<file path="src/common/alpha_pkg.sv">
/*
  Shared constants for the Alpha-subset front end.
  Only integer operate, memory, branch, JSR and the PAL halt/whami
  functions are decoded. Everything else is treated as illegal.
  Encodings of the select codes must match the downstream datapath.
*/

package alpha_pkg;

  //////////////////////////////////////////////////
  // major opcodes, inst[31:26]
  localparam logic [5:0] PAL_INST   = 6'h00;
  localparam logic [5:0] LDA_INST   = 6'h08;
  localparam logic [5:0] INTA_GRP   = 6'h10;  // add, sub, compares
  localparam logic [5:0] INTL_GRP   = 6'h11;  // logicals
  localparam logic [5:0] INTS_GRP   = 6'h12;  // shifts
  localparam logic [5:0] INTM_GRP   = 6'h13;  // multiply
  localparam logic [5:0] ITFP_GRP   = 6'h14;
  localparam logic [5:0] FLTV_GRP   = 6'h15;
  localparam logic [5:0] FLTI_GRP   = 6'h16;
  localparam logic [5:0] FLTL_GRP   = 6'h17;
  localparam logic [5:0] MISC_GRP   = 6'h18;
  localparam logic [5:0] JSR_GRP    = 6'h1a;  // jmp, jsr, ret, jsr_co
  localparam logic [5:0] FTPI_GRP   = 6'h1c;
  localparam logic [5:0] LDQ_INST   = 6'h29;
  localparam logic [5:0] LDQ_L_INST = 6'h2b;
  localparam logic [5:0] STQ_INST   = 6'h2d;
  localparam logic [5:0] STQ_C_INST = 6'h2f;
  localparam logic [5:0] BR_INST    = 6'h30;
  localparam logic [5:0] FBEQ_INST  = 6'h31;
  localparam logic [5:0] FBLT_INST  = 6'h32;
  localparam logic [5:0] FBLE_INST  = 6'h33;
  localparam logic [5:0] BSR_INST   = 6'h34;
  localparam logic [5:0] FBNE_INST  = 6'h35;
  localparam logic [5:0] FBGE_INST  = 6'h36;
  localparam logic [5:0] FBGT_INST  = 6'h37;

  // operate function field, inst[11:5]
  localparam logic [6:0] ADDQ_INST   = 7'h20;
  localparam logic [6:0] SUBQ_INST   = 7'h29;
  localparam logic [6:0] CMPEQ_INST  = 7'h2d;
  localparam logic [6:0] CMPLT_INST  = 7'h4d;
  localparam logic [6:0] CMPLE_INST  = 7'h6d;
  localparam logic [6:0] CMPULT_INST = 7'h1d;
  localparam logic [6:0] CMPULE_INST = 7'h3d;
  localparam logic [6:0] AND_INST    = 7'h00;
  localparam logic [6:0] BIC_INST    = 7'h08;
  localparam logic [6:0] BIS_INST    = 7'h20;  // same code as addq, other group
  localparam logic [6:0] ORNOT_INST  = 7'h28;
  localparam logic [6:0] XOR_INST    = 7'h40;
  localparam logic [6:0] EQV_INST    = 7'h48;
  localparam logic [6:0] SRL_INST    = 7'h34;
  localparam logic [6:0] SLL_INST    = 7'h39;
  localparam logic [6:0] SRA_INST    = 7'h3c;
  localparam logic [6:0] MULQ_INST   = 7'h20;

  // pal functions, inst[25:0]
  localparam logic [25:0] PAL_HALT  = 26'h0000;
  localparam logic [25:0] PAL_WHAMI = 26'h003c;

  //////////////////////////////////////////////////
  // alu function codes
  localparam logic [4:0] ALU_ADDQ   = 5'h00;
  localparam logic [4:0] ALU_SUBQ   = 5'h01;
  localparam logic [4:0] ALU_AND    = 5'h02;
  localparam logic [4:0] ALU_BIC    = 5'h03;
  localparam logic [4:0] ALU_BIS    = 5'h04;
  localparam logic [4:0] ALU_ORNOT  = 5'h05;
  localparam logic [4:0] ALU_XOR    = 5'h06;
  localparam logic [4:0] ALU_EQV    = 5'h07;
  localparam logic [4:0] ALU_SRL    = 5'h08;
  localparam logic [4:0] ALU_SLL    = 5'h09;
  localparam logic [4:0] ALU_SRA    = 5'h0a;
  localparam logic [4:0] ALU_MULQ   = 5'h0b;
  localparam logic [4:0] ALU_CMPULT = 5'h0c;
  localparam logic [4:0] ALU_CMPEQ  = 5'h0d;
  localparam logic [4:0] ALU_CMPULE = 5'h0e;
  localparam logic [4:0] ALU_CMPLT  = 5'h0f;
  localparam logic [4:0] ALU_CMPLE  = 5'h10;

  // operand muxes
  localparam logic [1:0] ALU_OPA_IS_REGA     = 2'h0;
  localparam logic [1:0] ALU_OPA_IS_MEM_DISP = 2'h1;
  localparam logic [1:0] ALU_OPA_IS_NPC      = 2'h2;
  localparam logic [1:0] ALU_OPA_IS_NOT3     = 2'h3;  // mask for jump align
  localparam logic [1:0] ALU_OPB_IS_REGB     = 2'h0;
  localparam logic [1:0] ALU_OPB_IS_ALU_IMM  = 2'h1;
  localparam logic [1:0] ALU_OPB_IS_BR_DISP  = 2'h2;

  // writeback destination
  localparam logic [1:0] DEST_IS_REGC = 2'h0;
  localparam logic [1:0] DEST_IS_REGA = 2'h1;
  localparam logic [1:0] DEST_NONE    = 2'h2;
  localparam logic [4:0] ZERO_REG     = 5'd31;

  // one instruction word, three views
  // rb shares bits with literal[7:3], read it through mem_fmt
  typedef union packed {
    struct packed {
      logic [5:0] opcode;
      logic [4:0] ra;
      logic [7:0] literal;  // rb plus three sbz bits when lit_flag low
      logic       lit_flag;
      logic [6:0] func;
      logic [4:0] rc;
    } op_fmt;
    struct packed {
      logic [5:0]  opcode;
      logic [4:0]  ra;
      logic [4:0]  rb;
      logic [15:0] disp16;
    } mem_fmt;
    struct packed {
      logic [5:0]  opcode;
      logic [4:0]  ra;
      logic [20:0] disp21;
    } br_fmt;
  } alpha_inst_u;

endpackage

</file>
<file path="src/common/inst_if.sv">
/*
  Valid/ready link carrying one instruction word and its pc.
  Payload must hold steady while valid is high and ready is low.
*/
`timescale 1ns/1ps

interface inst_if;
  logic        valid;  // word present
  logic        ready;  // sink can take it this cycle
  logic [31:0] inst;
  logic [63:0] pc;     // address of inst

  modport src (
    output valid,
    output inst,
    output pc,
    input  ready
  );

  modport snk (
    input  valid,
    input  inst,
    input  pc,
    output ready
  );
endinterface

</file>
<file path="src/fetch/fetch_unit.sv">
/*
  Fetch slot. One registered entry, refilled in the cycle it drains.
  pc starts at RESET_PC and steps by 4 per accepted word.
  No redirect path, words are assumed sequential.
*/
`timescale 1ns/1ps

module fetch_unit #(
  parameter logic [63:0] RESET_PC = 64'h0
) (
  input  logic        clock,
  input  logic        rst_n,
  input  logic        in_valid,
  output logic        in_ready,
  input  logic [31:0] in_inst,
  inst_if.src         f2q
);

  logic        slot_valid;
  logic [31:0] slot_inst;
  logic [63:0] slot_pc;
  logic [63:0] pc_cnt;   // pc of the next accepted word
  logic        accept;

  // take a new word if slot empty or leaving now
  assign in_ready = ~slot_valid | f2q.ready;
  assign accept   = in_valid & in_ready;

  assign f2q.valid = slot_valid;
  assign f2q.inst  = slot_inst;
  assign f2q.pc    = slot_pc;

  //////////////////////////////////////////////////
  // control state
  always_ff @(posedge clock or negedge rst_n)
  begin
    if (!rst_n)
    begin
      slot_valid <= 1'b0;
      pc_cnt     <= RESET_PC;
    end
    else
    begin
      if (accept)
      begin
        slot_valid <= 1'b1;
        pc_cnt     <= pc_cnt + 64'd4;
      end
      else if (f2q.ready)
        slot_valid <= 1'b0;  // drained, nothing behind it
    end
  end

  // payload
  always_ff @(posedge clock)
  begin
    if (accept)
    begin
      slot_inst <= in_inst;
      slot_pc   <= pc_cnt;
    end
  end

endmodule

</file>
<file path="src/design/if_id_fifo.sv">
/*
  IF/ID queue. DEPTH must be a power of two and at least 2.
  Head is read straight from storage, valid one cycle after the write.
  When full, a write is taken only alongside a read in the same cycle.
*/
`timescale 1ns/1ps

module if_id_fifo #(
  parameter int DEPTH = 4
) (
  input  logic clock,
  input  logic rst_n,
  inst_if.snk  wr,
  inst_if.src  rd
);

  localparam int AW = $clog2(DEPTH);
  localparam logic [AW:0] FULL_CNT = AW'(0) + (AW+1)'(DEPTH);

  logic [31:0]   inst_mem [DEPTH];
  logic [63:0]   pc_mem   [DEPTH];
  logic [AW-1:0] wr_ptr;
  logic [AW-1:0] rd_ptr;
  logic [AW:0]   count;
  logic          do_wr;
  logic          do_rd;

  assign rd.valid = (count != '0);
  assign rd.inst  = inst_mem[rd_ptr];
  assign rd.pc    = pc_mem[rd_ptr];

  // full blocks writes unless the head leaves this cycle
  assign wr.ready = (count != FULL_CNT) | rd.ready;

  assign do_wr = wr.valid & wr.ready;
  assign do_rd = rd.valid & rd.ready;

  always_ff @(posedge clock or negedge rst_n)
  begin
    if (!rst_n)
    begin
      wr_ptr <= '0;
      rd_ptr <= '0;
      count  <= '0;
    end
    else
    begin
      if (do_wr)
        wr_ptr <= wr_ptr + 1'b1;  // wraps, depth is 2**AW
      if (do_rd)
        rd_ptr <= rd_ptr + 1'b1;
      if (do_wr && !do_rd)
        count <= count + 1'b1;
      else if (do_rd && !do_wr)
        count <= count - 1'b1;
    end
  end

  // storage
  always_ff @(posedge clock)
  begin
    if (do_wr)
    begin
      inst_mem[wr_ptr] <= wr.inst;
      pc_mem[wr_ptr]   <= wr.pc;
    end
  end

endmodule

</file>
<file path="src/decode/decoder.sv">
/*
  Combinational decode of one Alpha-subset word. No valid input.
  Illegal words give noop controls, a zero immediate and illegal high.
  FP, MISC, FTPI and unassigned opcodes all count as illegal.
*/
`timescale 1ns/1ps

module decoder
  import alpha_pkg::*;
(
  input  alpha_inst_u inst,
  output logic [1:0]  opa_select,
  output logic [1:0]  opb_select,
  output logic [1:0]  dest_select,
  output logic [4:0]  alu_func,
  output logic        rd_mem,
  output logic        wr_mem,
  output logic        ldl_mem,
  output logic        stc_mem,
  output logic        cond_branch,
  output logic        uncond_branch,
  output logic        halt,
  output logic        cpuid,
  output logic        illegal,
  output logic [63:0] imm
);

  logic [5:0] opc;

  assign opc = inst.op_fmt.opcode;  // same bits in every view

  always_comb
  begin
    // noop
    opa_select    = 2'h0;
    opb_select    = 2'h0;
    dest_select   = DEST_NONE;
    alu_func      = 5'h0;
    rd_mem        = 1'b0;
    wr_mem        = 1'b0;
    ldl_mem       = 1'b0;
    stc_mem       = 1'b0;
    cond_branch   = 1'b0;
    uncond_branch = 1'b0;
    halt          = 1'b0;
    cpuid         = 1'b0;
    illegal       = 1'b0;
    imm           = 64'h0;

    case (opc[5:3])
      3'h0:  // pal group, only call_pal itself
      begin
        if (opc != PAL_INST)
          illegal = 1'b1;
        else if (inst[25:0] == PAL_HALT)
          halt = 1'b1;
        else if (inst[25:0] == PAL_WHAMI)
        begin
          cpuid       = 1'b1;
          dest_select = DEST_IS_REGA;  // cpu id goes to ra
        end
        else
          illegal = 1'b1;
      end

      3'h2:  // integer operate
      begin
        opa_select  = ALU_OPA_IS_REGA;
        opb_select  = inst.op_fmt.lit_flag ? ALU_OPB_IS_ALU_IMM : ALU_OPB_IS_REGB;
        dest_select = DEST_IS_REGC;
        if (inst.op_fmt.lit_flag)
          imm = {56'h0, inst.op_fmt.literal};  // zero extended
        case (opc)
          INTA_GRP:
            case (inst.op_fmt.func)
              ADDQ_INST:   alu_func = ALU_ADDQ;
              SUBQ_INST:   alu_func = ALU_SUBQ;
              CMPEQ_INST:  alu_func = ALU_CMPEQ;
              CMPLT_INST:  alu_func = ALU_CMPLT;
              CMPLE_INST:  alu_func = ALU_CMPLE;
              CMPULT_INST: alu_func = ALU_CMPULT;
              CMPULE_INST: alu_func = ALU_CMPULE;
              default:     illegal  = 1'b1;
            endcase
          INTL_GRP:
            case (inst.op_fmt.func)
              AND_INST:   alu_func = ALU_AND;
              BIC_INST:   alu_func = ALU_BIC;
              BIS_INST:   alu_func = ALU_BIS;
              ORNOT_INST: alu_func = ALU_ORNOT;
              XOR_INST:   alu_func = ALU_XOR;
              EQV_INST:   alu_func = ALU_EQV;
              default:    illegal  = 1'b1;
            endcase
          INTS_GRP:
            case (inst.op_fmt.func)
              SRL_INST: alu_func = ALU_SRL;
              SLL_INST: alu_func = ALU_SLL;
              SRA_INST: alu_func = ALU_SRA;
              default:  illegal  = 1'b1;
            endcase
          INTM_GRP:
            if (inst.op_fmt.func == MULQ_INST)
              alu_func = ALU_MULQ;
            else
              illegal = 1'b1;
          ITFP_GRP, FLTV_GRP, FLTI_GRP, FLTL_GRP: illegal = 1'b1;  // no fp
          default: illegal = 1'b1;
        endcase
      end

      3'h3:  // misc and jumps
        case (opc)
          JSR_GRP:
          begin
            // all four jump flavours behave alike here
            opa_select    = ALU_OPA_IS_NOT3;
            opb_select    = ALU_OPB_IS_REGB;
            alu_func      = ALU_AND;  // clear low two bits of rb
            dest_select   = DEST_IS_REGA;
            uncond_branch = 1'b1;
          end
          MISC_GRP, FTPI_GRP: illegal = 1'b1;  // unimplemented
          default:            illegal = 1'b1;
        endcase

      3'h1, 3'h4, 3'h5:  // memory format
      begin
        opa_select  = ALU_OPA_IS_MEM_DISP;
        opb_select  = ALU_OPB_IS_REGB;
        alu_func    = ALU_ADDQ;  // rb + disp
        dest_select = DEST_IS_REGA;
        imm         = {{48{inst.mem_fmt.disp16[15]}}, inst.mem_fmt.disp16};
        case (opc)
          LDA_INST:   dest_select = DEST_IS_REGA;  // address only
          LDQ_INST:   rd_mem = 1'b1;
          LDQ_L_INST:
          begin
            rd_mem  = 1'b1;
            ldl_mem = 1'b1;
          end
          STQ_INST:
          begin
            wr_mem      = 1'b1;
            dest_select = DEST_NONE;
          end
          STQ_C_INST:
          begin
            wr_mem  = 1'b1;
            stc_mem = 1'b1;  // ra gets success flag
          end
          default: illegal = 1'b1;
        endcase
      end

      default:  // 3'h6 and 3'h7, branch format
      begin
        opa_select = ALU_OPA_IS_NPC;
        opb_select = ALU_OPB_IS_BR_DISP;
        alu_func   = ALU_ADDQ;
        imm        = {{41{inst.br_fmt.disp21[20]}}, inst.br_fmt.disp21, 2'b00};
        case (opc)
          FBEQ_INST, FBLT_INST, FBLE_INST,
          FBNE_INST, FBGE_INST, FBGT_INST: illegal = 1'b1;
          BR_INST, BSR_INST:
          begin
            dest_select   = DEST_IS_REGA;  // return address
            uncond_branch = 1'b1;
          end
          default: cond_branch = 1'b1;  // integer conditionals
        endcase
      end
    endcase

    // back to noop, keep only the flag
    if (illegal)
    begin
      opa_select    = 2'h0;
      opb_select    = 2'h0;
      dest_select   = DEST_NONE;
      alu_func      = 5'h0;
      rd_mem        = 1'b0;
      wr_mem        = 1'b0;
      ldl_mem       = 1'b0;
      stc_mem       = 1'b0;
      cond_branch   = 1'b0;
      uncond_branch = 1'b0;
      imm           = 64'h0;
    end
  end

endmodule

</file>
<file path="src/decode/id_stage.sv">
/*
  Decode stage. Decodes the queue head into one registered output slot.
  A halt stops intake while it sits in the slot. Once it leaves,
  halted stays high until reset and out_valid stays low.
*/
`timescale 1ns/1ps

module id_stage
  import alpha_pkg::*;
(
  input  logic        clock,
  input  logic        rst_n,
  inst_if.snk         q2d,
  output logic        out_valid,
  input  logic        out_ready,
  output logic [63:0] out_pc,
  output logic [1:0]  out_opa_select,
  output logic [1:0]  out_opb_select,
  output logic [4:0]  out_alu_func,
  output logic [4:0]  out_dest_reg_idx,
  output logic [63:0] out_imm,
  output logic        out_rd_mem,
  output logic        out_wr_mem,
  output logic        out_ldl_mem,
  output logic        out_stc_mem,
  output logic        out_cond_branch,
  output logic        out_uncond_branch,
  output logic        out_halt,
  output logic        out_cpuid,
  output logic        out_illegal,
  output logic        halted
);

  alpha_inst_u head;
  logic [1:0]  opa_select, opb_select, dest_select;
  logic [4:0]  alu_func;
  logic [4:0]  dest_idx;
  logic        rd_mem, wr_mem, ldl_mem, stc_mem;
  logic        cond_branch, uncond_branch, halt, cpuid, illegal;
  logic [63:0] imm;
  logic        take;

  assign head = q2d.inst;

  // decoder outputs match local names
  decoder u_decoder (
    .inst (head),
    .*
  );

  // writeback index
  always_comb
  begin
    case (dest_select)
      DEST_IS_REGC: dest_idx = head.op_fmt.rc;
      DEST_IS_REGA: dest_idx = head.op_fmt.ra;
      default:      dest_idx = ZERO_REG;  // dest_none
    endcase
  end

  // refill while draining, but never behind a halt
  assign q2d.ready = ~halted & (~out_valid | (out_ready & ~out_halt));
  assign take      = q2d.valid & q2d.ready;

  //////////////////////////////////////////////////
  // slot control and halt latch
  always_ff @(posedge clock or negedge rst_n)
  begin
    if (!rst_n)
    begin
      out_valid <= 1'b0;
      halted    <= 1'b0;
    end
    else
    begin
      if (take)
        out_valid <= 1'b1;
      else if (out_ready)
        out_valid <= 1'b0;
      if (out_valid && out_ready && out_halt)
        halted <= 1'b1;  // sticky
    end
  end

  // decoded payload
  always_ff @(posedge clock)
  begin
    if (take)
    begin
      out_pc            <= q2d.pc;
      out_opa_select    <= opa_select;
      out_opb_select    <= opb_select;
      out_alu_func      <= alu_func;
      out_dest_reg_idx  <= dest_idx;
      out_imm           <= imm;
      out_rd_mem        <= rd_mem;
      out_wr_mem        <= wr_mem;
      out_ldl_mem       <= ldl_mem;
      out_stc_mem       <= stc_mem;
      out_cond_branch   <= cond_branch;
      out_uncond_branch <= uncond_branch;
      out_halt          <= halt;
      out_cpuid         <= cpuid;
      out_illegal       <= illegal;
    end
  end

endmodule

</file>
<file path="src/design/front_end_top.sv">
/*
  Front end top. Fetch slot, IF/ID queue and decode slot in series.
  At least 3 cycles from input to output, up to DEPTH+2 words in flight.
  DEPTH must be a power of two and at least 2.
*/
`timescale 1ns/1ps

module front_end_top #(
  parameter int          DEPTH    = 4,
  parameter logic [63:0] RESET_PC = 64'h0
) (
  input  logic        clock,
  input  logic        rst_n,
  input  logic        in_valid,
  output logic        in_ready,
  input  logic [31:0] in_inst,
  output logic        out_valid,
  input  logic        out_ready,
  output logic [63:0] out_pc,
  output logic [1:0]  out_opa_select,
  output logic [1:0]  out_opb_select,
  output logic [4:0]  out_alu_func,
  output logic [4:0]  out_dest_reg_idx,
  output logic [63:0] out_imm,
  output logic        out_rd_mem,
  output logic        out_wr_mem,
  output logic        out_ldl_mem,
  output logic        out_stc_mem,
  output logic        out_cond_branch,
  output logic        out_uncond_branch,
  output logic        out_halt,
  output logic        out_cpuid,
  output logic        out_illegal,
  output logic        halted
);

  inst_if f2q ();  // fetch to queue
  inst_if q2d ();  // queue to decode

  // port names line up with the top level
  fetch_unit #(.RESET_PC(RESET_PC)) u_fetch (.*);

  if_id_fifo #(.DEPTH(DEPTH)) u_queue (
    .clock (clock),
    .rst_n (rst_n),
    .wr    (f2q),
    .rd    (q2d)
  );

  id_stage u_decode (.*);

endmodule

</file>
<file path="config.mk">
export PLATFORM = sky130hd
export DESIGN_NAME = front_end_top
export DESIGN_NICKNAME = d
export VERILOG_FILES = /design/src/common/alpha_pkg.sv /design/src/common/inst_if.sv /design/src/fetch/fetch_unit.sv /design/src/design/if_id_fifo.sv /design/src/decode/decoder.sv /design/src/decode/id_stage.sv /design/src/design/front_end_top.sv
export SDC_FILE = /design/constraint.sdc
export NUM_CORES = 1
export LEC_CHECK = 0
export CORE_ASPECT_RATIO = 1.1
export CORE_MARGIN = 5
export CORE_UTILIZATION = 58
export CTS_BUF_LIST = sky130_fd_sc_hd__clkbuf_4 sky130_fd_sc_hd__clkbuf_8 sky130_fd_sc_hd__clkbuf_16
export DETAILED_ROUTE_END_ITERATION = 7
export DONT_BUFFER_PORTS = 1
export GPL_TIMING_DRIVEN = 0
export PLACE_DENSITY = 0.75
export SLEW_MARGIN = 25
export SYNTH_ARGS = -nofsm -noshare
export SYNTH_HDL_FRONTEND = slang
export SYNTH_SLANG_ARGS = --single-unit
</file>
<file path="constraint.sdc">
create_clock -name clock -period 11.2 [get_ports clock]
set_clock_uncertainty 0.1 [all_clocks]
set_input_delay 0.56 -clock clock [delete_from_list [all_inputs] [get_ports clock]]
set_output_delay 0.56 -clock clock [all_outputs]
set_load 0.005 [all_outputs]
</file>
After elaboration in Yosys (flattened, before gate mapping):

Memories as Yosys holds them, arrays and structs flattened. A register that Yosys moved wholly into a read port is not among the register bits.
Cells that the tools add are included.

* flip-flop bits (word level): 257
* memory bits (writable): 384
* input port bits: 36
* output and inout bits: 154
* logic and storage cells: 169
* memories: 2

* add/subtract/negate cells: 5
* equal/unequal tests: 40
* multiplexer cells: 52
* bitwise logic cells: 14
* reduce and logical (&&, ||, !) cells: 33

Memory list
* u_queue.pc_mem: words 4, width 64, rd ports 1, clocked after Yosys merged registers in 1, wr ports 1, RTL line if_id_fifo.sv:21 `logic [63:0] pc_mem [DEPTH];`
* u_queue.inst_mem: words 4, width 32, rd ports 1, clocked after Yosys merged registers in 0, wr ports 1, RTL line if_id_fifo.sv:20 `logic [31:0] inst_mem [DEPTH];`

Operators with widths (number)
* 64-bit one-hot mux with 3 select lines: 1
* 6-bit equality test (second input constant): 12
* 64-bit by 3-bit adder with 64-bit output (second input constant): 1
* 7-bit by 6-bit equality test with 1-bit output (second input constant): 8
* 6-bit by 5-bit equality test with 1-bit output (second input constant): 5
* 5-bit one-hot mux with 6 select lines: 1
* 7-bit equality test (second input constant): 4
* 26-bit by 6-bit equality test with 1-bit output (second input constant): 1
* 26-bit logical NOT: 1
* 1-bit 2-to-1 mux: 26
* 5-bit one-hot mux with 2 select lines: 2
* 5-bit one-hot mux with 4 select lines: 1
* 2-bit 2-to-1 mux: 9
* 3-bit one-hot mux with 6 select lines: 1
* 5-bit OR reduction: 3
* 2-bit OR reduction: 7
* 7-bit OR reduction: 2
* 4-bit one-hot mux with 3 select lines: 1
* 6-bit OR reduction: 2
* 3-bit OR reduction: 3
* 8-bit 2-to-1 mux: 1
* 1-bit one-hot mux with 4 select lines: 2
* 2-bit one-hot mux with 4 select lines: 1
* 8-bit OR reduction: 1
* other kinds (27): 48

Depth between registers and ports, before layout:

Gate-level depths: netlist (run 1).

* depth after elaboration: 10
* depth in mapped cells: 10
* gate-level depth less buffers: 9

Modules after synthesis:

Synthesis (run 1) repeated with hierarchy kept, for this count alone.

* cell total of the unflattened synthesis: 1326
* area total of the unflattened synthesis: 26316.5 sq um

By module, submodules not included
* if_id_fifo: times used 1, cells an instance 538, area each 14236.2 sq um, sequential area each 11706.2 sq um
* fetch_unit: times used 1, cells an instance 366, area each 5825.6 sq um, sequential area each 4399.2 sq um
* id_stage: times used 1, cells an instance 172, area each 4729.5 sq um, sequential area each 4584.4 sq um
* decoder: times used 1, cells an instance 250, area each 1525.2 sq um, sequential area each 0.0 sq um

Least setup slack after synthesis (run 1):

No wires, ideal clock.

* kind: input -> register
* from: input out_ready
* to: register u_fetch.pc_cnt[7]
* setup time: 0.079 ns
* arrival time: 7.142 ns
* data required time: 11.021 ns
* setup slack: 3.878 ns
* stages: 6
* path buffers: 0
* cell sequence: nand2b_1 a21o_1 a31oi_1 nand4_1 nor2_1 xor2_1

* cells in the longest elaborated chain, start to end: 6

RTL lines
* start: declaration: RTL line front_end_top.sv:18 `input logic out_ready,`
* 1-bit AND: RTL line id_stage.sv:62 `assign q2d.ready = ~halted & (~out_valid | (out_ready & ~out_halt));`
* 1-bit OR: RTL line id_stage.sv:62
* 1-bit AND: RTL line id_stage.sv:62
* 1-bit OR: RTL line if_id_fifo.sv:33 `assign wr.ready = (count != FULL_CNT) | rd.ready;`
* 1-bit OR: RTL line fetch_unit.sv:26 `assign in_ready = ~slot_valid | f2q.ready;`
* 1-bit AND: RTL line fetch_unit.sv:27 `assign accept = in_valid & in_ready;`
* net u_fetch.accept: RTL line fetch_unit.sv:23 `logic accept;`
* end signal: assignment: RTL line fetch_unit.sv:47 `pc_cnt <= pc_cnt + 64'd4;`
* end: declaration: RTL line fetch_unit.sv:22 `logic [63:0] pc_cnt;`

The timed path passes the listed nets, and every way through them passes these cells.
A chain may end at the register's enable or synchronous reset.

Worst setup path after layout (run 1):

* from: register u_queue.rd_ptr[1]
* to: register u_decode.out_dest_reg_idx[0] (data pin)

* cells in the longest elaborated chain, start to end: 9
* elaborated cells between the ends (all ways): 73
* those cells by class: eq/ne (39); mux (21); reduce/logical (12); memory (1)

RTL lines
* start: declaration: RTL line if_id_fifo.sv:23 `logic [AW-1:0] rd_ptr;`
* start signal: assignment: RTL line if_id_fifo.sv:51 `rd_ptr <= rd_ptr + 1'b1;`
* memory read 4 x 32 bit *
* 7-bit by 6-bit equality test with 1-bit output, or another cell as far along: RTL line decoder.sv:75, decoder.sv:86, decoder.sv:103
* 7-bit OR reduction (no line), or another cell as far along
* 1-bit 2-to-1 mux, or another cell as far along: RTL line decoder.sv:75 `case (inst.op_fmt.func)`
* 1-bit one-hot mux with 4 select lines, or another cell as far along: RTL line decoder.sv:73 `case (opc)`
* 1-bit one-hot mux with 4 select lines / 2-bit one-hot mux with 4 select lines (equally long branches): RTL line decoder.sv:50 `case (opc[5:3])`
* 2-bit 2-to-1 mux: RTL line decoder.sv:176 `if (illegal)`
* 2-bit by 1-bit equality test with 1-bit output / 2-bit logical NOT (equally long branches): RTL line id_stage.sv:54 `case (dest_select)`
* 5-bit one-hot mux with 2 select lines *: RTL line id_stage.sv:54
* net u_decode.dest_idx[0]: RTL line id_stage.sv:37 `logic [4:0] dest_idx;`
* end signal: assignment: RTL line id_stage.sv:94 `out_dest_reg_idx <= dest_idx;`
* end: declaration: RTL line id_stage.sv:20 `output logic [4:0] out_dest_reg_idx,`

The timed path passes the listed nets; every way through them passes the cells marked *.

==> results.json, run 1 <==
{
  "muxShareOfSynthArea_pct": 8.97,
  "initialDrtViolationCount": 735,
  "synthAdderAreaFrac_pct": 0.387,
  "reg2reg_to": "u_decode.out_dest_reg_idx[0]$_DFFE_PP_",
  "postCtsSetupBuffers": 0,
  "grt_overflow": 0,
  "n_antenna_cell": 0,
  "hold_depth": 2,
  "grt_usage_pct": 19.9,
  "worst_slack_ns": 6.95,
  "min_from": "in_valid",
  "fillCellCount": 2733,
  "wl_per_cell_microns": 23.1,
  "drv_cap": 0,
  "period_needed_ns": 4.25,
  "synth_common_cells": "edfxtp_1 (578), mux4_2 (83), dfrtp_1 (72)",
  "cp_max_fo": 10,
  "fmax_mhz": 235,
  "seq_area_sq_um": 19200,
  "synth.distinct_cells": 69,
  "yosysMostFrequentCell": "edfxtp_1",
  "synthSimpleGateAreaFrac_pct": 5.28,
  "vdd_drop_max_mv": 0.167,
  "grt_pass1_wl_microns": 69700,
  "grt_pass1_vias": 11700,
  "antenna_found_initial": 0,
  "synth_xor_xnor_area_share_pct": 2.43,
  "drive_gt1_share_pct": 21.1,
  "wirelength_microns": 45400,
  "clk_pin_slew_worst_paths_ns": 0.06,
  "dp.cells": 1815,
  "min_period_over_period_pct": 38.0,
  "cts_sinks": 650,
  "synth.top_cell.area_share_pct": 70.7,
  "cp_num_buf_inv": 3,
  "reg2reg_from": "u_queue.rd_ptr[1]$_DFFE_PN0P_",
  "hold_end": "u_fetch.pc_cnt[4]$_DFFE_PN0P_",
  "leakage_uw": 0.00959,
  "synth_area_leader_cell": "edfxtp_1",
  "synth_seq_area_share_pct": 78.1,
  "core_area_sq_um": 42100,
  "die_w_microns": 206,
  "critical_path_class": "flop to flop",
  "synth-compound-area-share_pct": 2.31,
  "slew_viol_final": 0,
  "status": "finished clean",
  "avgViaCountPerCell": 5.82,
  "ctsRootBufferMaster": "clkbuf_16",
  "cts_buffers": 59,
  "ys_warn_count": 0,
  "critPathRequiredTime_ns": 11.41,
  "synth_cells": 1230,
  "grt_setup_unrepaired": "no",
  "place.gp.congestion": 0.867,
  "synth_top_family_by_area": "multiplexers",
  "startpoint_type": "flop",
  "preCtsSetupSlack_ns": 7.05,
  "crit_family": "buffers and inverters",
  "area_growth_pct": 14.2,
  "htreeDepth": 2,
  "synth_edf_count": 578,
  "initial_utilization_pct": 58.3,
  "cts_buffer_depth": 3,
  "max_stage_delay_ns": 0.55,
  "die_area_sq_um": 46500,
  "cts_tree": "built",
  "critical_path.slowest_cell": "clkbuf_1",
  "multi_input_area_sq_um": 4790,
  "worstPathCellList": "buf_2 > buf_2 > clkbuf_1 > mux4_1 > nor4_1 > and3_1 > nand4_2 > a2111oi_0 > a21oi_1",
  "chipHeight_microns": 226,
  "postSynthAreaPerCell_sq_um": 20.0,
  "hpwl_microns": 28600,
  "hold_viol": 0,
  "io_pins": 190,
  "synth-async-reset-ratio_pct": 11.1,
  "crit_path_end_kind": "flop",
  "path_common_cell": "buf_2",
  "hold_class": "input pin to flop",
  "ctsResizeCount": 0,
  "drc_errors": 0,
  "detailroute.via_count": 11400,
  "fin_nets": 1389,
  "final_cells": 1963,
  "grt_max_degree": 73,
  "r2r_cells": 9,
  "insertion_delay_ns": 0.61,
  "ys_ff_latch": 650,
  "numPortBuffers": 0,
  "rows": 79,
  "syn_area_sq_um": 24500,
  "slew_headroom_pct": 34.7,
  "setup_viol": 0,
  "crit_arrival_ns": 4.46,
  "worst_slew_pin_slew_ns": 0.965,
  "synth_top_cells_by_area": "edfxtp_1 (71%), mux4_2 (7.6%), dfrtp_1 (7.3%)",
  "ff2ff_setup_slack_ns": 6.95,
  "ant_nets": 0,
  "dr.pass1.iters": 5,
  "yosys_most_used_dff": "edfxtp_1",
  "powerDensity_nw_per_um2": 258
}
-- routing by layer --
metal  track usage [%]  vias to the layer above  wire length (microns)
li1                  -                     5111                      -
met3              4.18                       71                   2850
met2              34.8                      391                  24000
met4              5.54                        0                   1040
met1              25.5                     5846                  17500
met5                 0                        -                      0
-- worst max-delay path by stage --
stage	startpoint	slack [ns]	cells past startpoint	end
2_1_floorplan	out_ready	3.88	6	u_fetch.pc_cnt[7]$_DFFE_PN0P_
4_1_cts	u_queue.rd_ptr[1]$_DFFE_PN0P_	6.99	9	u_decode.out_dest_reg_idx[0]$_DFFE_PP_
6_report	u_queue.rd_ptr[1]$_DFFE_PN0P_	6.95	9	u_decode.out_dest_reg_idx[0]$_DFFE_PP_
5_1_grt	u_queue.rd_ptr[1]$_DFFE_PN0P_	6.64	9	u_decode.out_dest_reg_idx[0]$_DFFE_PP_
3_3_place_gp	out_ready	-0.27	6	u_fetch.pc_cnt[7]$_DFFE_PN0P_
3_5_place_dp	u_queue.rd_ptr[1]$_DFFE_PN0P_	7.05	9	u_decode.out_dest_reg_idx[0]$_DFFE_PP_
-- stage by stage --
step	hold slack, ns	area, sq um	utilization (%)	power, uW	setup TNS, ns
global route	0.193	28000	66.6	7580	0
floorplan	0.164	24500	-	4740	0
global placement	0.168	25300	60.0	5250	-0.489
finish	0.194	28000	66.6	7230	0
CTS	0.238	28000	66.5	7310	0
detailed placement	0.167	25700	61.0	5290	0
-- registers in the layout (all words and copies together), names as in the netlist, 2 cells and up --
| name | flops |
|---|---|
| u_decode.out_alu_func | 5 |
| u_decode.out_dest_reg_idx | 5 |
| u_decode.out_imm | 23 |
| u_decode.out_opa_select | 2 |
| u_decode.out_opb_select | 2 |
| u_decode.out_pc | 62 |
| u_fetch.f2q.inst | 32 |
| u_fetch.f2q.pc | 62 |
| u_fetch.pc_cnt | 62 |
| u_queue.count | 3 |
| u_queue.inst_mem | 128 |
| u_queue.pc_mem | 248 |
| u_queue.rd_ptr | 2 |
| u_queue.wr_ptr | 2 |
-- cell type report --
type | count | share of cell area (%)
Timing Repair Buffer | 54 | 2.83
Buffer | 84 | 1.96
Clock inverter | 43 | 1.37
Sequential cell | 650 | 68.3
Multi-Input combinational cell | 475 | 17.1
Clock buffer | 68 | 5.58
Inverter | 22 | 0.312
Tap cell | 567 | 2.53
-- cell usage in the layout, fill, tap and decap left out, types with 19 or more instances in the layout --
cell type	n
dlygate4sd3_1	35
xor2_1	30
edfxtp_1	578
nand2_1	52
mux4_2	83
nor2_1	29
buf_4	43
dfrtp_1	72
xnor2_1	38
clkbuf_16	59
nor3_1	19
inv_1	20
clkbuf_1	19
-- where the power goes --
part | leakage [uW] | internal (uW) | switching, uW
clock | 0.000965 | 1110 | 875
sequential | 0.00624 | 3270 | 176
combinational | 0.00238 | 739 | 1060
total | 0.00959 | 5110 | 2120
-- kinds of logic (layout without fill, tap and decap cells) --
kind of cell	count (synthesis)	in the layout
compound gates	70	70
other cells	1	2
fa+ha+maj	7	7
mux	98	98
xor+xnor	68	68
simple gates	230	230
flops	650	650
buf+inv	106	271
-- what timing repair did --
item,in CTS,in global routing
hold buffers,36,0
hold endpoints to repair,107,0
setup endpoints to repair,0,0
No activity file was read; power rests on OpenSTA's default activity.
==> run 2: changes to the inputs <==
==> constraint.sdc (replaced) <==
create_clock -name clock -period 4.3 [get_ports clock]
set_clock_uncertainty 0.1 [all_clocks]
set_input_delay 0.215 -clock clock [delete_from_list [all_inputs] [get_ports clock]]
set_output_delay 0.215 -clock clock [all_outputs]
set_load 0.005 [all_outputs]
==> run 2 against run 1 <==
Compared with the run above: largest power group unchanged; maximum frequency is 8.5% higher; flip-flop and latch count unchanged; power rose to 2.7 times the previous value; sequential share of layout area shrank 0.39 points; via count fell by 0.32%; first-iteration DRC count is 4.8% lower; combinational power increased to 2.6 times the previous value.
==> results.json, run 2 (synthesized netlist as in run 1, its figures left out) <==
{
  "grt_setup_unrepaired": "no",
  "wl_per_cell_microns": 23.3,
  "grt_overflow": 0,
  "drv_cap": 0,
  "core_area_sq_um": 42100,
  "min_period_over_period_pct": 91.1,
  "grt_pass1_vias": 11600,
  "insertion_delay_ns": 0.63,
  "grt_pass1_wl_microns": 70000,
  "ant_nets": 0,
  "cp_max_fo": 19,
  "top_usage_layer": "met2",
  "cts_buffer_depth": 3,
  "p_sw_uw": 5530,
  "period_needed_ns": 3.92,
  "wirelength_microns": 45800,
  "layout_commonest_cell": "edfxtp_1",
  "cts_sinks": 650,
  "worst_slack_ns": 0.383,
  "ctsRootBufferMaster": "clkbuf_16",
  "fillCellCount": 2754,
  "initialDrtViolationCount": 700,
  "chipHeight_microns": 226,
  "hpwl_microns": 28600,
  "drive_gt1_share_pct": 21.1,
  "area_growth_pct": 14.9,
  "detailroute.via_count": 11400,
  "rows": 79,
  "grt_usage_pct": 19.9,
  "grt_max_degree": 76,
  "status": "finished clean",
  "crit_arrival_ns": 4.16,
  "reg2reg_from": "u_queue.rd_ptr[1]$_DFFE_PN0P_",
  "slew_headroom_pct": 39.9,
  "fmax_mhz": 255,
  "io_pins": 190,
  "antenna_found_initial": 0,
  "gr-usage-met3_pct": 3.63,
  "largest_register_ffs": 248,
  "dr.pass1.iters": 5,
  "preCtsSetupSlack_ns": 0.0237,
  "vdd_drop_max_mv": 0.445,
  "switching_share_pct": 28.7,
  "cts_buffers": 60,
  "seq_power_share_pct": 46.6,
  "fin_area_sq_um": 28200,
  "numPortBuffers": 0,
  "drc_errors": 0,
  "critical_path_class": "flop to flop",
  "die_area_sq_um": 46500,
  "place.gp.congestion": 0.863,
  "hold_class": "input pin to asynchronous set/reset pin",
  "use_met2_pct": 33.9,
  "powerDensity_nw_per_um2": 684,
  "htreeDepth": 2,
  "crit_path_end_kind": "flop",
  "largest-register": "u_queue.pc_mem",
  "worst_slew_pin_slew_ns": 0.901,
  "leakage_uw": 0.00965,
  "p_comb_share_pct": 24.4,
  "setup_viol": 0,
  "critPathRequiredTime_ns": 4.54,
  "avgViaCountPerCell": 5.80,
  "pwr-share-clk_pct": 29.0,
  "die_w_microns": 206,
  "tns_ns": 0,
  "placed_cell_area_sq_um": 25600,
  "layout_common_cells": "edfxtp_1 (578), mux4_2 (83), dfrtp_1 (72)",
  "ctsResizeCount": 0,
  "crit_start": "u_queue.rd_ptr[1]$_DFFE_PN0P_",
  "cts_tree": "built",
  "reg_top3": "u_queue.pc_mem x248, u_queue.inst_mem x128",
  "slew_viol_final": 0,
  "initial_utilization_pct": 58.3,
  "hold_viol": 0,
  "startpoint_type": "flop",
  "fin_nets": 1388,
  "clk_pin_slew_worst_paths_ns": 0.06,
  "met1_usage_pct": 26.4,
  "p_int_uw": 13800
}
[run 2: cell types whose count changed in the layout (fill, tap and decap cells not counted), moves of 2 or more]
cell / change
inv_8: -3
inv_6: -9
clkinv_2: +2
bufinv_16: +7
clkinvlp_4: +3
buf_12: -2
clkinv_1: -2
clkinv_8: +3
[run 2: metal layers]
| layer | wire length [microns] | share of wire [%] |
|---|---|---|
| met5 | 0 | 0 |
| met4 | 1230 | 2.7 |
| met1 | 18400 | 40 |
| met3 | 2420 | 5.3 |
| met2 | 23800 | 52 |
[run 2: stage by stage]
| step | cells | total power, uW | utilization, % | hold slack, ns |
|---|---|---|---|---|
| 2_1_floorplan | 1231 | 12300 | - | -0.181 |
| 3_3_place_gp | 1798 | 13700 | 60.0 | -0.177 |
| 3_5_place_dp | 1813 | 13800 | 60.9 | -0.178 |
| 4_1_cts | 1960 | 19500 | 66.9 | 0.0635 |
| 5_1_grt | 1962 | 20200 | 66.9 | 0.103 |
| 6_report | 1963 | 19300 | 67.0 | 0.0796 |
[run 2: path summary, 6_finish.rpt]
check                                                  end  slack [ns]  cells past startpoint
setup / recovery           u_decode.out_halt$_SDFFCE_PP0P_        0.38                      8
hold / removal              u_fetch.pc_cnt[20]$_DFFE_PN0P_        0.08                      2
setup reg to reg           u_decode.out_halt$_SDFFCE_PP0P_        0.38                      8
hold reg to reg               u_fetch.f2q.pc[63]$_DFFE_PP_        0.37                      0
max in group asynchronous    u_queue.rd_ptr[1]$_DFFE_PN0P_        3.66                      2
min in group clock           u_fetch.f2q.valid$_DFFE_PN0P_        0.10                      4
[run 2: what timing repair did]
item                                    in CTS  in global routing
endpoints found under the hold margin      112                  0
hold buffers                                36                  0
setup buffers                                0                  0
endpoints found under the setup margin       1                  0
[run 2: area by class of cell]
| class | instances | area (sq um) | area share (%) |
|---|---|---|---|
| buffer | 83 | 544 | 1.93 |
| tap | 567 | 709 | 2.52 |
| sequential | 650 | 19200 | 68.0 |
| inverter | 22 | 87.6 | 0.311 |
| clock buffer | 69 | 1590 | 5.65 |
| antenna | 1 | 2.50 | 0.00888 |
| multi-input combinational | 475 | 4790 | 17.0 |
| clock inverter | 43 | 546 | 1.93 |
| timing repair buffer | 53 | 764 | 2.71 |
[run 2: worst max-delay path, stage by stage (launching register included)]
cell	delay, ns
dfrtp_1	0.45
buf_2	0.31
buf_2	0.52
mux4_1	0.48
nor4_1	0.54
and3_1	0.33
nand3_1	0.12
or3_1	0.35
nor2_1	0.43
[run 2: power groups by stage]
stage | sequential (uW) | combinational [uW] | clock (uW)
2_1_floorplan | 9050 | 3280 | 0
3_3_place_gp | 9270 | 4440 | 0
3_5_place_dp | 9120 | 4680 | 0
4_1_cts | 9010 | 4770 | 5720
5_1_grt | 9090 | 5080 | 6010
6_report | 8980 | 4700 | 5600
==> run 3: changes to the inputs <==
--- a/config.mk
+++ b/config.mk
@@ -13,6 +13,7 @@
 export DONT_BUFFER_PORTS = 1
 export GPL_TIMING_DRIVEN = 0
 export PLACE_DENSITY = 0.75
+export SETUP_SLACK_MARGIN = 0.4
 export SLEW_MARGIN = 25
 export SYNTH_ARGS = -nofsm -noshare
 export SYNTH_HDL_FRONTEND = slang
==> run 3 against run 2 <==
Compared with the run above: die area stayed put; core utilization about the same; final area is essentially flat; setup slack improved by 0.19 ns; power shrank 0.50%; critical path type unchanged; highest routed layer unchanged.
==> results.json, run 3 (synthesized netlist as in run 1, its figures left out) <==
{
  "crit_arrival_ns": 3.94,
  "setup_viol": 0,
  "largest_register_ffs": 248,
  "layout_common_cells": "edfxtp_1 (578), mux4_2 (83), dfrtp_1 (72)",
  "die_area_sq_um": 46500,
  "ctsRootBufferMaster": "clkbuf_16",
  "crit_path_end_kind": "flop",
  "critical_path_class": "flop to flop",
  "vdd_drop_max_mv": 0.479,
  "placed_cell_area_sq_um": 25700,
  "reg_top3": "u_queue.pc_mem x248, u_queue.inst_mem x128",
  "slew_headroom_pct": 36.8,
  "hold_class": "input pin to asynchronous set/reset pin",
  "min_period_over_period_pct": 86.6,
  "period_needed_ns": 3.72,
  "insertion_delay_ns": 0.61,
  "slew_viol_final": 0,
  "postCtsSetupBuffers": 0,
  "io_pins": 190,
  "detailroute.via_count": 11500,
  "fmax_mhz": 269,
  "leakage_uw": 0.00967,
  "ant_nets": 0,
  "drive_gt1_share_pct": 21.6,
  "dr.pass1.iters": 7,
  "fillCellCount": 2715,
  "rows": 79,
  "critPathRequiredTime_ns": 4.52,
  "worst_slew_pin_slew_ns": 0.947,
  "place.gp.congestion": 0.825,
  "wl_per_cell_microns": 23.2,
  "htreeDepth": 2,
  "numPortBuffers": 0,
  "status": "finished clean",
  "fin_nets": 1391,
  "cts_buffers": 60,
  "initial_utilization_pct": 58.3,
  "max_stage_delay_ns": 0.48,
  "die_w_microns": 206,
  "grt_max_degree": 73,
  "grt_usage_pct": 19.9,
  "avgViaCountPerCell": 5.85,
  "grt_pass1_vias": 11600,
  "layout_commonest_cell": "edfxtp_1",
  "wirelength_microns": 45700,
  "path_common_cell": "buf_2",
  "fin_area_sq_um": 28200,
  "cp_max_fo": 10,
  "hold_viol": 0,
  "drc_errors": 0,
  "grt_pass1_wl_microns": 69800,
  "initialDrtViolationCount": 817,
  "cts_sinks": 650,
  "hold-worst-slack_ns": 0.0875,
  "drv_cap": 0,
  "cts_tree": "built",
  "core_area_sq_um": 42100,
  "startpoint_type": "flop",
  "powerDensity_nw_per_um2": 680,
  "clk_pin_slew_worst_paths_ns": 0.06,
  "area_growth_pct": 14.9,
  "critical_path.slowest_cell": "a2111oi_0",
  "largest-register": "u_queue.pc_mem",
  "grt_overflow": 0,
  "antenna_found_initial": 0,
  "total_power_uw": 19200,
  "worst_slack_ns": 0.576,
  "preCtsSetupSlack_ns": -0.0212,
  "chipHeight_microns": 226,
  "worstPathCellList": "buf_2 > buf_2 > clkbuf_4 > mux4_1 > nor4_2 > and3_1 > nand4_2 > a2111oi_0 > a21oi_1",
  "cts_buffer_depth": 3,
  "hpwl_microns": 29300,
  "grt_setup_unrepaired": "no"
}
run 3: cell count changes in the layout (fill, tap and decap cells not counted), sizes merged:
cell | previous run | this run
buf | 82 | 83
bufinv | 11 | 8
clkbuf | 88 | 98
clkinv | 24 | 22
clkinvlp | 7 | 4
inv | 23 | 24
run 3: stage by stage:
step / instances / utilization [%] / setup TNS [ns]
final: 1967 / 67.0 / 0
after global placement: 1798 / 60.0 / -86.41
after global routing: 1966 / 67.0 / 0
after detailed placement: 1816 / 61.0 / -0.0212
after CTS: 1965 / 66.9 / 0
after floorplan: 1231 / - / 0
run 3: power by group:
group	total [uW]	switching, uW	internal, uW
Clock	5470	2240	3230
Sequential	8970	464	8510
Combinational	4750	2800	1950
Total	19200	5510	13700
run 3: layout make-up:
| cell class | count | area (sq um) | share of cell area (%) |
|---|---|---|---|
| flip-flops and latches | 650 | 19200 | 67.9 |
| multi-input cells | 475 | 4810 | 17.1 |
| clock buffers | 77 | 1670 | 5.91 |
| repair buffers | 55 | 801 | 2.84 |
| well taps | 567 | 709 | 2.52 |
| plain buffers | 84 | 553 | 1.96 |
| clock inverters | 36 | 415 | 1.47 |
| inverters | 22 | 87.6 | 0.311 |
| diodes | 1 | 2.50 | 0.00887 |
run 3: path summary, 6_finish.rpt:
check,endpoint,startpoint,cells past startpoint,slack [ns]
max,u_decode.out_dest_reg_idx[0]$_DFFE_PP_,u_queue.rd_ptr[1]$_DFFE_PN0P_,9,0.58
min,u_fetch.pc_cnt[19]$_DFFE_PN0P_,rst_n,2,0.09
max reg2reg,u_decode.out_dest_reg_idx[0]$_DFFE_PP_,u_queue.rd_ptr[1]$_DFFE_PN0P_,9,0.58
min reg2reg,u_fetch.f2q.pc[45]$_DFFE_PP_,u_fetch.pc_cnt[45]$_DFFE_PN0P_,0,0.36
max in group asynchronous,u_queue.rd_ptr[1]$_DFFE_PN0P_,rst_n,2,3.70
min in group clock,u_fetch.f2q.valid$_DFFE_PN0P_,out_ready,4,0.12
run 3: per-layer routing:
metal / track usage (%) / wire, microns
met5: 0 / 0
met4: 6.14 / 1140
met3: 3.79 / 2810
met2: 34.2 / 23700
met1: 26.2 / 18100
run 3: timing repair:
action	in CTS	in global routing
gates cloned	0	0
pin swaps	0	0
gates resized for setup	3	3
endpoints found under the hold margin	115	0
endpoints found under the setup margin	17	6
hold buffers	36	0
run 3: worst max-delay path, delay by kind of cell (launching register included):
family / cells / cell delay (ns)
compound gates: 2 / 0.67
buf+inv: 3 / 0.96
flops: 1 / 0.47
mux: 1 / 0.46
simple gates: 3 / 0.77
